===== config.mk =====
export PLATFORM = sky130hd
export DESIGN_NAME = laa_dot_product
export DESIGN_NICKNAME = d
export VERILOG_FILES = /design/src/laa_mat_pkg.sv /design/src/laa_dot_product.sv
export SDC_FILE = /design/constraint.sdc
export NUM_CORES = 2
export LEC_CHECK = 0
export BUFFER_PORTS_ARGS = -buffer_cell sky130_fd_sc_hd__buf_2
export CORE_MARGIN = 2
export CORE_UTILIZATION = 45
export DETAILED_ROUTE_END_ITERATION = 6
export REMOVE_ABC_BUFFERS = 1
export SLEW_MARGIN = 20
export SYNTH_ARGS = -nofsm -noshare
export SYNTH_HDL_FRONTEND = slang
export SYNTH_SLANG_ARGS = --single-unit

===== constraint.sdc =====
create_clock -name vclk -period 18.4
set_input_delay 0.92 -clock vclk [all_inputs]
set_output_delay 0.92 -clock vclk [all_outputs]
set_load 0.1 [all_outputs]

===== src/laa_mat_pkg.sv =====
`default_nettype none

// Matrix arithmetic: element format and multiply stage numbering
package laa_mat_pkg;

    localparam int MAT_N     = 3;              // Square matrix dimension
    localparam int MAT_ELEMS = MAT_N * MAT_N;  // Elements per matrix

    // Unsigned element, products and sums wrap modulo 2^32
    typedef logic [31:0] elem_t;

    // Stage index, one C element per stage plus the copy-back
    typedef logic [3:0] stage_t;

    localparam stage_t STAGE_IDLE = 4'd0;  // Waiting for MULTIPLY, also computes C[0]
    localparam stage_t STAGE_WB   = 4'd9;  // C copied over A

endpackage

`default_nettype wire


===== src/laa_dot_product.sv =====
`default_nettype none
`timescale 1ns/1ps

// Row-by-column dot product for the current stage
// Stage s gives C[s] in row-major order, row s/3 and column s%3
// Purely combinational, result is sampled by the register file
module laa_dot_product (
    input  laa_mat_pkg::stage_t stage,                         // Which C element
    input  laa_mat_pkg::elem_t  mat_a [laa_mat_pkg::MAT_ELEMS], // A, row-major
    input  laa_mat_pkg::elem_t  mat_b [laa_mat_pkg::MAT_ELEMS], // B, row-major
    output laa_mat_pkg::elem_t  dot                             // Sum of products, wraps
);

    laa_mat_pkg::stage_t elem;  // Element index, clamped into the C range
    laa_mat_pkg::stage_t col;   // Column of C and of B

    // Operand indices per term
    laa_mat_pkg::stage_t a_idx [laa_mat_pkg::MAT_N];
    laa_mat_pkg::stage_t b_idx [laa_mat_pkg::MAT_N];

    laa_mat_pkg::elem_t prod [laa_mat_pkg::MAT_N];      // Products, low 32 bits
    laa_mat_pkg::elem_t psum [laa_mat_pkg::MAT_N + 1];  // Running sum chain

    // Copy-back stage has no element of its own, point it at C[0]
    assign elem = (stage < laa_mat_pkg::stage_t'(laa_mat_pkg::MAT_ELEMS)) ? stage : '0;

    assign col = elem % laa_mat_pkg::stage_t'(laa_mat_pkg::MAT_N);

    assign psum[0] = '0;

    for (genvar k = 0; k < laa_mat_pkg::MAT_N; k++) begin : g_term
        // elem - col is the first element of the row in A
        assign a_idx[k] = elem - col + laa_mat_pkg::stage_t'(k);
        // Walk down column col of B
        assign b_idx[k] = laa_mat_pkg::stage_t'(k * laa_mat_pkg::MAT_N) + col;

        // Self-determined 32-bit multiply drops the high half
        assign prod[k] = mat_a[a_idx[k]] * mat_b[b_idx[k]];

        assign psum[k + 1] = psum[k] + prod[k];  // Carry out discarded
    end

    assign dot = psum[laa_mat_pkg::MAT_N];

endmodule

`default_nettype wire


==> out/metrics.csv <==
metric,value,unit
die_area,141000,sq um
hold_class,in -> out,
io_buffers,612,
yosys-top-cells-count,"1,437 x inv_1, 1,337 x fa_1, 969 x nand2_1",
whs,3330,ps
drt_pass1_iterations,6,
drc,0,
synth_cells,6595,
synth.top_cells.by_area,"fa_1 43%, mux4_2 13%, inv_1 8.7%",
seq_cell_count,0,
post-route-min-period,17390,ps
path_class,in -> out,
cp_slowest_stage_delay,880,ps
finalInstanceArea,68500,sq um
outcome,"finished, final reports clean",
crit_top_cell,fa_1,
slowest_stage,a22o_1,
relSlewSlack,0.137,
drv_cap,0,
synth_area,62000,sq um
cp_num_buf_inv,11,
critPathLaunchType,input port,
rsz0062_at_grt,no,
synth_top_area_frac,0.432,
io_pins,612,
synth_warnings,0,
crit_path_end_kind,output port,
antenna_found_initial,109,
cts.repair.resized,0,
nClkBuffers,0,
post_cts_buffers,0,
wl,291000,microns
syn_avg_cell_area,9.39,sq um
maxSlewViolCount,0,
cpLargestDelayFamily,adder cells,
via_count,53114,
worstPathArrival,16470,ps
detailed_place_hpwl,250000,microns
globalRouteOverflowTotal,0,
die_w,375,microns
synth_most_common_cell,inv_1,
cts_hold_buf,0,
seq_area_frac_synth,0,
placed_area,68200,sq um
gp_congestion,1.05,
grt_pass1_vias,56425,
clock.fmax,57.5,MHz
drive_gt1_frac,0.194,
cp.required,17480,ps
yosys.area.top_type,fa_1,
drt_iter0_markers,4995,
rows,136,
initial_core_util,0.452,
hold_viol_final,0,
grt_max_degree,74,
ant_nets,0,
setup_viol,0,
die_h,375,microns
worst_pin_slew,1290,ps
nets,9358,
syn2layout_area_growth,10.5,%
crit_fanout,28,
finish.utilization,0.499,
grt.total_usage,0.416,
via_per_inst,5.94,
wl_per_cell,32.6,microns
core,137000,sq um
yosys.cell_types.count,85,
grt_first_pass_wirelength,412000,microns
ff_latch_area,0,sq um
post-route-period-util,0.945,
-- path summary, 6_finish.rpt --
path / cells after the start / to / from
worst max-delay path: 48 / dot[31] / stage[2]
worst min-delay path: 7 / dot[0] / mat_a[0]
-- per-stage QoR --
stage	instances	setup TNS [ps]	setup WS, ps
2_1_floorplan	6216	-331530	-12510
3_3_place_gp	8839	0	1080
3_5_place_dp	8842	0	1240
4_1_cts	8842	0	1220
5_1_grt	8918	0	408
6_report	8936	0	1010
-- cell usage in the layout, fill, tap and decap left out, types with 7 or more instances in the layout --
cell type  netlist  routed
a21o_1          28      28
a21oi_1         98      91
a221oi_1        17      17
a22o_1           7       7
a22oi_1         29      29
a31oi_1         17       9
a31oi_2          1       9
a41o_1           9       9
a41oi_1          9       7
and2_1         438     438
and3_1          27      27
buf_12           0      26
buf_2           74     593
buf_4           18     211
diode_2          0      93
fa_1          1337    1336
ha_1           390     386
inv_1         1437    1437
mux2_2           9       8
mux2i_1        124     114
mux2i_2          1      10
mux4_2         367     367
nand2_1        969     968
nand2b_1        28      28
nand3_1         41      41
nor2_1         326     318
nor2_2           1       9
nor2b_1         60      60
nor3_1          14      14
o21a_1           8       8
o21ai_0         62      33
o21ai_1         25      26
o21ai_2          0      25
o2bb2ai_1       20      12
o2bb2ai_2        1       9
or2_2           32      33
xnor2_1        156     153
xnor3_1         16      15
xor2_1          25      25
-- cell type report --
cell class	count	area [sq um]
Tap cell	1794	2240
Timing Repair Buffer	833	5130
Inverter	1444	5430
Fill cell	13314	68700
Multi-Input combinational cell	4772	55400
Antenna cell	93	233
-- cells by family after synthesis --
kind of cell               Yosys count  share of synthesized area
AOI/OAI and AO/OA                  384                     0.0422
xor gates and xnor gates           202                     0.0327
adders and majority gates         1727                      0.511
buffers and inverters             1823                      0.114
muxes                              502                      0.156
and+or+nand+nor                   1957                      0.145
-- layer usage --
metal | track usage | part of all wire
met1 | 0.476 | 0.34
met2 | 0.669 | 0.47
met3 | 0.0760 | 0.083
met4 | 0.370 | 0.11
met5 | 0 | 0.00085
-- tightest hold or removal path, delay by kind of cell --
kind	cells	cell delay (ps)
simple gates	1	160
buf+inv	3	630
fa+ha+maj	2	420
compound gates	1	190
Power is left out: the tool's default activity adds up to more than one toggle a clock period on the data nets, which glitch-free logic cannot reach.
