### src/laa_bus_pkg.sv
`default_nettype none

// Host side of the accelerator: command encoding and address map
package laa_bus_pkg;

    // Command on the host bus, held for one cycle
    typedef enum logic [1:0] {
        NONE     = 2'd0,  // Idle cycle
        READ     = 2'd1,  // Load read register from addr
        WRITE    = 2'd2,  // Store data_in at addr
        MULTIPLY = 2'd3   // Start C = A x B
    } opcode_t;

    localparam int ADDR_W = 5;   // Command address width
    localparam int DATA_W = 32;  // Write data and read port width

    // Address map
    //   0..8   A, row-major
    //   9..17  B, row-major
    //   18..30 unmapped, commands ignored
    //   31     ready flag, read only
    localparam logic [ADDR_W-1:0] ADDR_A_BASE = 5'd0;   // First A element
    localparam logic [ADDR_W-1:0] ADDR_B_BASE = 5'd9;   // First B element
    localparam logic [ADDR_W-1:0] ADDR_LAST   = 5'd17;  // Last storage address
    localparam logic [ADDR_W-1:0] ADDR_CTRL   = 5'd31;  // Ready flag

endpackage

`default_nettype wire

### src/laa_mat_pkg.sv
`default_nettype none

// Matrix arithmetic: element format and multiply stage numbering
package laa_mat_pkg;

    localparam int MAT_N     = 3;              // Square matrix dimension
    localparam int MAT_ELEMS = MAT_N * MAT_N;  // Elements per matrix

    // Unsigned element, products and sums wrap modulo 2^32
    typedef logic [31:0] elem_t;

    // Stage index, one C element per stage plus the copy-back
    typedef logic [3:0] stage_t;

    localparam stage_t STAGE_IDLE = 4'd0;  // Waiting for MULTIPLY, also computes C[0]
    localparam stage_t STAGE_WB   = 4'd9;  // C copied over A

endpackage

`default_nettype wire

### src/laa_sequencer.sv
`default_nettype none
`timescale 1ns/1ps

// Stage counter for one multiply
//   idle -> 1 -> 2 ... -> 8 -> WB -> idle
// The MULTIPLY edge itself counts as stage 0, so C[0] is taken
// in the same edge that leaves idle
module laa_sequencer (
    input  logic                 bus,     // Clock
    input  logic                 rst,     // Sync reset, active high
    input  laa_bus_pkg::opcode_t opcode,  // Only MULTIPLY matters here
    output laa_mat_pkg::stage_t  stage,   // Current stage index
    output logic                 ready,   // High while idle
    output logic                 wb       // Copy-back cycle
);

    logic start;    // MULTIPLY accepted this edge
    logic running;  // Somewhere in stages 1..WB

    assign start   = ready && (opcode == laa_bus_pkg::MULTIPLY);
    assign running = (stage != laa_mat_pkg::STAGE_IDLE);

    always_ff @(posedge bus) begin
        if (rst) begin
            stage <= laa_mat_pkg::STAGE_IDLE;
        end else if (stage == laa_mat_pkg::STAGE_WB) begin
            stage <= laa_mat_pkg::STAGE_IDLE;  // Done, back to idle
        end else if (start || running) begin
            stage <= stage + laa_mat_pkg::stage_t'(1);  // One C element per clock
        end
    end

    // Both flags decode straight from the counter
    assign ready = (stage == laa_mat_pkg::STAGE_IDLE);
    assign wb    = (stage == laa_mat_pkg::STAGE_WB);

    // Counter never runs past the copy-back stage
    a_stage_range : assert property (
        @(posedge bus) disable iff (rst)
        stage <= laa_mat_pkg::STAGE_WB
    ) else $error("stage %0d beyond copy-back", stage);

    // Copy-back is a single cycle and hands control back to the host
    a_wb_pulse : assert property (
        @(posedge bus) disable iff (rst)
        wb |=> (!wb && ready)
    ) else $error("wb not followed by ready");

endmodule

`default_nettype wire

### config.mk
export PLATFORM = sky130hd
export DESIGN_NAME = laa_sequencer
export DESIGN_NICKNAME = d
export VERILOG_FILES = /design/src/laa_bus_pkg.sv /design/src/laa_mat_pkg.sv /design/src/laa_sequencer.sv
export SDC_FILE = /design/constraint.sdc
export NUM_CORES = 1
export LEC_CHECK = 0
export BUFFER_PORTS_ARGS = -buffer_cell sky130_fd_sc_hd__buf_2
export CORE_AREA = 5 5 42 44
export CTS_BUF_LIST = sky130_fd_sc_hd__clkbuf_4 sky130_fd_sc_hd__clkbuf_8
export DETAILED_ROUTE_END_ITERATION = 12
export DIE_AREA = 0 0 47 49
export SLEW_MARGIN = 20
export SYNTH_ARGS = -nofsm -noshare
export SYNTH_HDL_FRONTEND = slang
export SYNTH_SLANG_ARGS = --single-unit
export TNS_END_PERCENT = 10
### constraint.sdc
create_clock -name bus -period 1.4 [get_ports bus]
set_input_delay 0.35 -clock bus [delete_from_list [all_inputs] [get_ports bus]]
set_output_delay 0.35 -clock bus [all_outputs]
set_load 0.005 [all_outputs]
==> flow_summary.ini <==
[outcome]
status = finished, violations left
violations = setup timing

[timing]
setup_viol = 2
worstMarginPinSlew_ns = 0.2366
rsz0062_at_grt = true
worst_hold_slack_ns = 0.4619
setup_slack_ns = -0.02404
slew_violations = 0
slew_headroom = 0.8420
max_freq_mhz = 702.2
finClkSkew_ns = 0.0006436
fin_crit_ns = 1.424
finalHoldViolations = 0
fin_tns_setup_ns = -0.03013
post-route-period-util = 1.017

[worst_setup_path]
critPathTopFamily = flip-flops
crit_fanout = 2
cp.depth = 4
setup.worst_path.start = stage[1]$_SDFFE_PP0P_
slowest_delay_ns = 0.31
worstSetupPathType = flop to output port
ff2ff_path_depth = 7
end_kind = output port
r2r-start = stage[0]$_SDFFE_PP0P_
cp.arrival_ns = 1.07
crit_slowest_cell = dfxtp_2
required_ns = 1.05
crit_buf_inv = 2
start_kind = flop
crit_path_cell_trace = inv_2 > ha_4 > nor3b_4 > buf_2

[route]
drt_iter0_markers = 0
drt_wl_total_um = 599
firstDrtPassIters = 1
vias = 226
final_antenna_net_count = 0
viasPerCell = 3.965
route.detailed.drc = 0
routedWlPerCell_um = 10.51

[die]
io_pins = 10
die_h_um = 49
coreArea_um2 = 1401
start_util = 0.1661
rows = 14
die_w_um = 47
die-area_um2 = 2303

[power]
p_int_uw = 423.4
cellPowerDensity_nw_per_um2 = 1644
switching_share = 0.3272
pwr-share-seq = 0.258
switching_power_uw = 205.9
comb_power_share = 0.515
leakagePower_nw = 0.1725
clkPwrFrac = 0.227
total_power_uw = 629.3
vdd_drop_max_mv = 0.6035

[clocking]
path_clk_slew_ns = 0.04
clock_sinks = 4
clkLatencyLatePin_ns = 0.23
numCtsBuffers = 3
clock_path_buffers = 2
hold_buffers = 0
cts_root_buf = clkbuf_4
cts_tree = yes
cts_htree_levels = 1

[logic_synthesis]
async_flop_share = 0
yosysWarnings = 0
yosysTopAreaCellShare = 0.3441
syn_avg_cell_area_um2 = 9.309
yosysMostFrequentCell = dfxtp_1
syn_inst = 25
synth-seq-cells = 4
yosysTopAreaCell = dfxtp_1
synth_common_cells = dfxtp_1 (4), a21oi_1 (3), ha_1 (3)
syn-cell-area_um2 = 232.7
synth_nets = 32
seq_area_frac_synth = 0.3441
synth_flop_cell = dfxtp_1
synth_edf_count = 0
ys_top_cells_by_area = dfxtp_1 (34%), ha_1 (16%), a21oi_1 (6.5%)
synth_cell_types = 15

[grt]
grt_usage = 0.06549
antenna_found_initial = 0
grt_pass1_wl_um = 979
grt_max_degree = 6
grt_pass1_vias = 236
grt_overflow = 0

[placement]
place_worst_setup_slack_ns = 0.08502
portBuffers = 9
place_congestion = 0.7493
placed_area_um2 = 320.3

[cells_and_area]
area_growth_pct = 64.52
stdcell_area_um2 = 382.9
reg_top3 = stage x4
largest_reg_flops = 4
diodes = 0
nets = 50
drive_gt1_frac = 0.6341
largest_register = stage

[job]
maxCapViolCount = 0

[worst_hold_path]
hold_start = opcode[1]
hold_path.class = input port to flop
min_delay_path_depth = 3
[routing by layer]
metal	GRT usage	part of all wire	vias to the layer above
met2	0.07692	0.42	11
met1	0.07692	0.45	95
li1	-	-	120
met5	0	0	-
met3	0.06642	0.13	0
met4	0.02765	0	0
[power by group through the flow]
| stage | clock network [mW] | logic (mW) | registers, mW |
|---|---|---|---|
| floorplan | 0 | 0.118 | 0.166 |
| global placement | 0 | 0.244 | 0.155 |
| detailed placement | 0 | 0.248 | 0.155 |
| CTS | 0.152 | 0.310 | 0.162 |
| global route | 0.154 | 0.373 | 0.166 |
| finish | 0.143 | 0.324 | 0.163 |
[cell families after synthesis]
family	Yosys count	share of synthesized area
flops	4	0.3441
buf+inv	2	0.03227
simple gates	9	0.2473
compound gates	5	0.1398
xor+xnor	2	0.07528
fa+ha+maj	3	0.1613
[layout by cell type (no fill, tap or decap), drive strengths merged]
cell / n
buf: 13
dfxtp: 4
clkbuf: 3
a21oi: 3
ha: 3
inv: 2
nand3: 2
nor3: 2
nor3b: 1
and3b: 1
nand2: 1
or2: 1
a211oi: 1
and2: 1
xnor2: 1
xor2: 1
a21bo: 1
[through the flow]
stage / utilization / instances
after floorplan: - / 25
after global placement: 0.2286 / 53
after detailed placement: 0.2286 / 53
after CTS: 0.2670 / 57
after global routing: 0.2732 / 57
final: 0.2732 / 57
[cell type report]
type | instances | area, um^2
flip-flops and latches | 4 | 82.58
fillers | 167 | 1018
multi-input cells | 19 | 175.2
clock buffers | 3 | 22.52
repair buffers | 13 | 75.07
well taps | 16 | 20.02
inverters | 2 | 7.507
[tightest hold or removal path, delay by kind of cell]
| kind | cells | cell delay [ns] |
|---|---|---|
| AO/OA/AOI/OAI | 2 | 0.19 |
| buffers and inverters | 1 | 0.10 |
[repair_timing]
item | CTS | global route
hold endpoints to repair | 0 | 0
pin swaps | 1 | 3
resized for setup | 8 | 2
setup endpoints to repair | 2 | 5
setup buffers | 1 | 0
[worst paths after layout]
kind | to | slack (ns)
setup / recovery | ready | -0.02
hold / removal | stage[0]$_SDFFE_PP0P_ | 0.46
setup reg to reg | stage[1]$_SDFFE_PP0P_ | 0.07
hold reg to reg | stage[3]$_SDFFE_PP0P_ | 0.63
(Power assumes the default switching activity.)
