<file path="src/laa_bus_pkg.sv">
`default_nettype none

// Host side of the accelerator: command encoding and address map
package laa_bus_pkg;

    // Command on the host bus, held for one cycle
    typedef enum logic [1:0] {
        NONE     = 2'd0,  // Idle cycle
        READ     = 2'd1,  // Load read register from addr
        WRITE    = 2'd2,  // Store data_in at addr
        MULTIPLY = 2'd3   // Start C = A x B
    } opcode_t;

    localparam int ADDR_W = 5;   // Command address width
    localparam int DATA_W = 32;  // Write data and read port width

    // Address map
    //   0..8   A, row-major
    //   9..17  B, row-major
    //   18..30 unmapped, commands ignored
    //   31     ready flag, read only
    localparam logic [ADDR_W-1:0] ADDR_A_BASE = 5'd0;   // First A element
    localparam logic [ADDR_W-1:0] ADDR_B_BASE = 5'd9;   // First B element
    localparam logic [ADDR_W-1:0] ADDR_LAST   = 5'd17;  // Last storage address
    localparam logic [ADDR_W-1:0] ADDR_CTRL   = 5'd31;  // Ready flag

endpackage

`default_nettype wire

</file>
<file path="src/laa_mat_pkg.sv">
`default_nettype none

// Matrix arithmetic: element format and multiply stage numbering
package laa_mat_pkg;

    localparam int MAT_N     = 3;              // Square matrix dimension
    localparam int MAT_ELEMS = MAT_N * MAT_N;  // Elements per matrix

    // Unsigned element, products and sums wrap modulo 2^32
    typedef logic [31:0] elem_t;

    // Stage index, one C element per stage plus the copy-back
    typedef logic [3:0] stage_t;

    localparam stage_t STAGE_IDLE = 4'd0;  // Waiting for MULTIPLY, also computes C[0]
    localparam stage_t STAGE_WB   = 4'd9;  // C copied over A

endpackage

`default_nettype wire

</file>
<file path="src/laa_regfile.sv">
`default_nettype none
`timescale 1ns/1ps

// Element storage and host command decode
//   A and B are host visible, C is internal scratch
//   C fills one element per stage, then wb copies it over A
//   While busy only the ready flag can be read
module laa_regfile (
    input  logic                               bus,       // Clock
    input  logic                               rst,       // Sync reset, active high
    input  laa_bus_pkg::opcode_t               opcode,    // Host command
    input  logic [laa_bus_pkg::ADDR_W-1:0]     addr,      // Host address
    input  logic [laa_bus_pkg::DATA_W-1:0]     data_in,   // Host write data
    output logic [laa_bus_pkg::DATA_W-1:0]     data_out,  // Read register
    input  laa_mat_pkg::stage_t                stage,     // From sequencer
    input  logic                               ready,     // Sequencer idle
    input  logic                               wb,        // Copy C to A this edge
    input  laa_mat_pkg::elem_t                 dot,       // C element for this stage
    output laa_mat_pkg::elem_t                 mat_a [laa_mat_pkg::MAT_ELEMS],
    output laa_mat_pkg::elem_t                 mat_b [laa_mat_pkg::MAT_ELEMS]
);

    laa_mat_pkg::elem_t mat_c [laa_mat_pkg::MAT_ELEMS];  // Product, not addressable

    logic in_a;     // addr hits A
    logic mapped;   // addr hits A or B
    logic host_wr;  // Served WRITE
    logic host_rd;  // Served storage READ
    logic ctrl_rd;  // READ of the ready flag
    logic c_we;     // Store dot into C

    logic [laa_bus_pkg::ADDR_W-1:0]                 offset;    // addr relative to its matrix
    logic [$clog2(laa_mat_pkg::MAT_ELEMS)-1:0]      elem_idx;  // Element within A or B
    laa_mat_pkg::elem_t                             rd_elem;   // Element at addr

    // Address decode
    assign in_a   = (addr < laa_bus_pkg::ADDR_B_BASE);
    assign mapped = (addr <= laa_bus_pkg::ADDR_LAST);
    assign offset = in_a ? (addr - laa_bus_pkg::ADDR_A_BASE)
                         : (addr - laa_bus_pkg::ADDR_B_BASE);
    assign elem_idx = offset[$clog2(laa_mat_pkg::MAT_ELEMS)-1:0];

    assign rd_elem = in_a ? mat_a[elem_idx] : mat_b[elem_idx];

    // Storage access only when idle
    assign host_wr = ready && (opcode == laa_bus_pkg::WRITE) && mapped;
    assign host_rd = ready && (opcode == laa_bus_pkg::READ) && mapped;
    assign ctrl_rd = (opcode == laa_bus_pkg::READ) && (addr == laa_bus_pkg::ADDR_CTRL);

    // Start edge computes C[0], busy stages 1..8 the rest
    assign c_we = (ready && (opcode == laa_bus_pkg::MULTIPLY))
               || (!ready && (stage < laa_mat_pkg::STAGE_WB));

    // A and B
    always_ff @(posedge bus) begin
        if (rst) begin
            for (int i = 0; i < laa_mat_pkg::MAT_ELEMS; i++) begin
                mat_a[i] <= '0;
                mat_b[i] <= '0;
            end
        end else if (wb) begin
            mat_a <= mat_c;  // Result becomes the next left operand
        end else if (host_wr) begin
            if (in_a) begin
                mat_a[elem_idx] <= data_in;
            end else begin
                mat_b[elem_idx] <= data_in;
            end
        end
    end

    // C scratch, every element rewritten before wb reads it
    always_ff @(posedge bus) begin
        if (c_we) begin
            mat_c[stage] <= dot;
        end
    end

    // Read register, holds until the next served READ
    always_ff @(posedge bus) begin
        if (rst) begin
            data_out <= '0;
        end else if (ctrl_rd) begin
            data_out <= {{(laa_bus_pkg::DATA_W - 1){1'b0}}, ready};  // Served even when busy
        end else if (host_rd) begin
            data_out <= rd_elem;
        end
    end

    // Host writes during a multiply leave storage alone
    a_busy_write : assert property (
        @(posedge bus) disable iff (rst)
        (!ready && !wb && (opcode == laa_bus_pkg::WRITE) && mapped)
        |=> (($past(in_a) ? mat_a[$past(elem_idx)] : mat_b[$past(elem_idx)])
             == $past(rd_elem))
    ) else $error("WRITE changed storage while busy");

endmodule

`default_nettype wire

</file>
<file path="config.mk">
export PLATFORM = sky130hd
export DESIGN_NAME = laa_regfile
export DESIGN_NICKNAME = d
export VERILOG_FILES = /design/src/laa_bus_pkg.sv /design/src/laa_mat_pkg.sv /design/src/laa_regfile.sv
export SDC_FILE = /design/constraint.sdc
export NUM_CORES = 2
export LEC_CHECK = 0
export BUFFER_PORTS_ARGS = -buffer_cell sky130_fd_sc_hd__buf_2
export CORE_MARGIN = 2
export CORE_UTILIZATION = 43
export CTS_CLUSTER_SIZE = 28
export DETAILED_ROUTE_END_ITERATION = 12
export HOLD_SLACK_MARGIN = 0.05
export PLACE_DENSITY = 0.67
export SLEW_MARGIN = 15
export SYNTH_ARGS = -nofsm -noshare
export SYNTH_HDL_FRONTEND = slang
export SYNTH_SLANG_ARGS = --single-unit
</file>
<file path="constraint.sdc">
create_clock -name bus -period 10.13 [get_ports bus]
set_input_delay 2.026 -clock bus [delete_from_list [all_inputs] [get_ports bus]]
set_output_delay 2.026 -clock bus [all_outputs]
set_load 0.01 [all_outputs]
</file>
==> impl_metrics.toml <==
[worst_setup_path]
cp_num_cells = 8
crit_required_ns = 10.61
path_max_fanout = 36
slowest_delay_ns = 1.00
crit_family = "simple AND/OR/NAND/NOR gates"
crit_path_top_delay_cell = "a211oi_1"
critical_path.cell_chain = "buf_2 > or2_2 > o21ai_1 > nor2_4 > buf_4 > o21ai_0 > a211oi_1 > o31ai_1"
cp-start-kind = "input pin"
cp.arrival_ns = 6.46
crit_type = "input pin to flop"
endpoint_kind = "flop"
path_buf_inv = 2
r2r_cells = 4

[timing]
hold_viol = 0
tightest_slew_ns = 1.32
fin_crit_sh_pct = 59.0
max_slew_margin_pct = 11.5
fin_ws_ns = 4.15
setup_tns_ns = 0
fin_hold_ws_ns = 0.446
setup_viol = 0
rsz0062_at_grt = "false"
clock_skew_ns = 0.0274
slew_violations = 0
finalCriticalPeriod_ns = 5.98
max_freq_mhz = 167

[status]
violations = "design-rule violations"
status = "finished, violations left"

[clocking]
path_clk_slew_ns = 0.06
insertion_delay_ns = 0.66
cts_hold_buffers = 0
cts_setup_buffers = 0
cts_sinks = 896
cts_tree = "built"
clk_path_buf_depth = 3
cts_root_buf = "clkbuf_16"
cts_buffers = 97
cts_resized = 0
cts.htree.levels = 3

[floorplanning]
rows = 106
dieWidth_um = 295
start_util_pct = 43.5
io_pins = 687
dieArea_sq_um = 87000
core_sq_um = 83700
die_y_um = 295

[final_layout]
design_area_sq_um = 43400
fin_util_pct = 51.9
seqCellArea_sq_um = 20800
instances_no_fill = 5251
multi_input_area_sq_um = 14100
area_growth_pct = 19.3
filler_cell_count = 7544
drive_gt1_share_pct = 22.9
nNetsFinal = 4114

[yosys]
ys_async_sr_fraction_pct = 0
ys_types = 54
synthFlopType = "dfxtp_1"
ys_top_cells_by_area = "dfxtp_1 33%, edfxtp_1 24%, mux2i_1 7.9%, nand2_1 5.4%, nor2_1 4.5%"
ys_ff_latch = 896
syn_inst = 3588
ys_seq_area_share_pct = 57.2
synth_edf_count = 288
syn_area_per_cell_sq_um = 10.1
synth.top_cell.area_share_pct = 33.4
syn_area_sq_um = 36400
yosys_warnings = 0
yosys.area.top_type = "dfxtp_1"
synth_fp_nets = 3670

[power]
vdd_drop_max_v = 0.000144
p_per_area_nw_per_um2 = 188
p_leak_nw = 17.3
totalPowerFinal_mw = 8.16

[detailed_routing]
first_pass_iters = 13
wl_um = 148000
detail_route.wl_per_cell_um = 28.2
vias_per_cell = 6.15
vias = 32300
drc_errors = 5
drtAntennaViolNets = 0
drt_iter0_markers = 4350

[hold_path]
min_path_type = "flop to flop"
hold_path_depth = 2

[grt]
grt_max_degree = 188
grtUsageTotal_pct = 32.6
grt_pass1_wl_um = 210000
grt_pass1_vias = 29600
antenna_found_initial = 14
grt.overflow.total = 0

[run]
max_cap_viol_count = 0

[placed_design]
post_dp_cell_area_sq_um = 40200
dp_cells = 5067
io_buffers = 686
dp_slack_ns = 3.54
hpwl_um = 95800
gp_congestion = 0.891
[synth_stat cells, types with 33 or more instances]
cell type  instances
a311oi_1         128
a21oi_1          202
a222oi_1         128
a211oi_1         209
clkbuf_1         276
dfxtp_1          608
nand2_1          528
mux2i_1          288
nand3_1          135
edfxtp_1         288
buf_2             90
nor2_1           437
o21ai_0           65
o31ai_1           33
[worst min-delay path, cell delays in order (launching register included)]
cell and delay (ns):
dfxtp_1 0.32, nand2_1 0.05, o31ai_1 0.05
[power by group]
| part | switching, mW | total (mW) | internal, mW |
|---|---|---|---|
| clock network | 1.50 | 3.54 | 2.04 |
| registers | 0.0913 | 3.90 | 3.81 |
| logic | 0.534 | 0.722 | 0.188 |
[layout make-up]
type                       count  share of cell area (%)
clock inverter                36                   0.830
multi-input combinational   2291                    32.4
timing repair buffer         741                    8.94
tap                         1134                    3.27
clock buffer                 139                    6.49
antenna                        9                  0.0519
sequential                   896                    48.0
inverter                       5                  0.0605
[kinds of logic after synthesis]
family,synth area share [%]
and+or+nand+nor,13.0
DFF,57.2
AOI/OAI and AO/OA,17.1
buffers and inverters,4.74
muxes,7.92
adders and majority gates,0.103
[registers in the layout, indices dropped and copies added (netlist names)]
register  count
data_out     32
mat_a       288
mat_b       288
mat_c       288
[routing by layer]
metal / track usage, % / part of all wire, % / vias to the layer above
met1: 43.4 / 39 / 15700
met5: 0 / 0.022 / -
met2: 49.9 / 45 / 2203
met4: 13.0 / 4.0 / 6
met3: 9.31 / 13 / 342
li1: - / - / 14100
[worst paths after layout]
path / endpoint / slack [ns] / from
max: data_out[27]$_SDFFE_PP0P_ / 4.15 / addr[3]
min: data_out[20]$_SDFFE_PP0P_ / 0.45 / data_out[20]$_SDFFE_PP0P_
max reg2reg: data_out[27]$_SDFFE_PP0P_ / 7.62 / mat_a[219]$_SDFFE_PP0P_
min reg2reg: data_out[20]$_SDFFE_PP0P_ / 0.45 / data_out[20]$_SDFFE_PP0P_
[cell usage in the layout (no fill, tap or decap), types with 132 or more instances in the layout]
cell type and count:
buf_2 685, a211oi_1 204, nand3_1 132, a21oi_1 202, nand2_1 523, edfxtp_1 288, mux2i_1 288, dfxtp_1 608
nor2_1 434
Note: power is estimated with default switching activity, not from simulation.
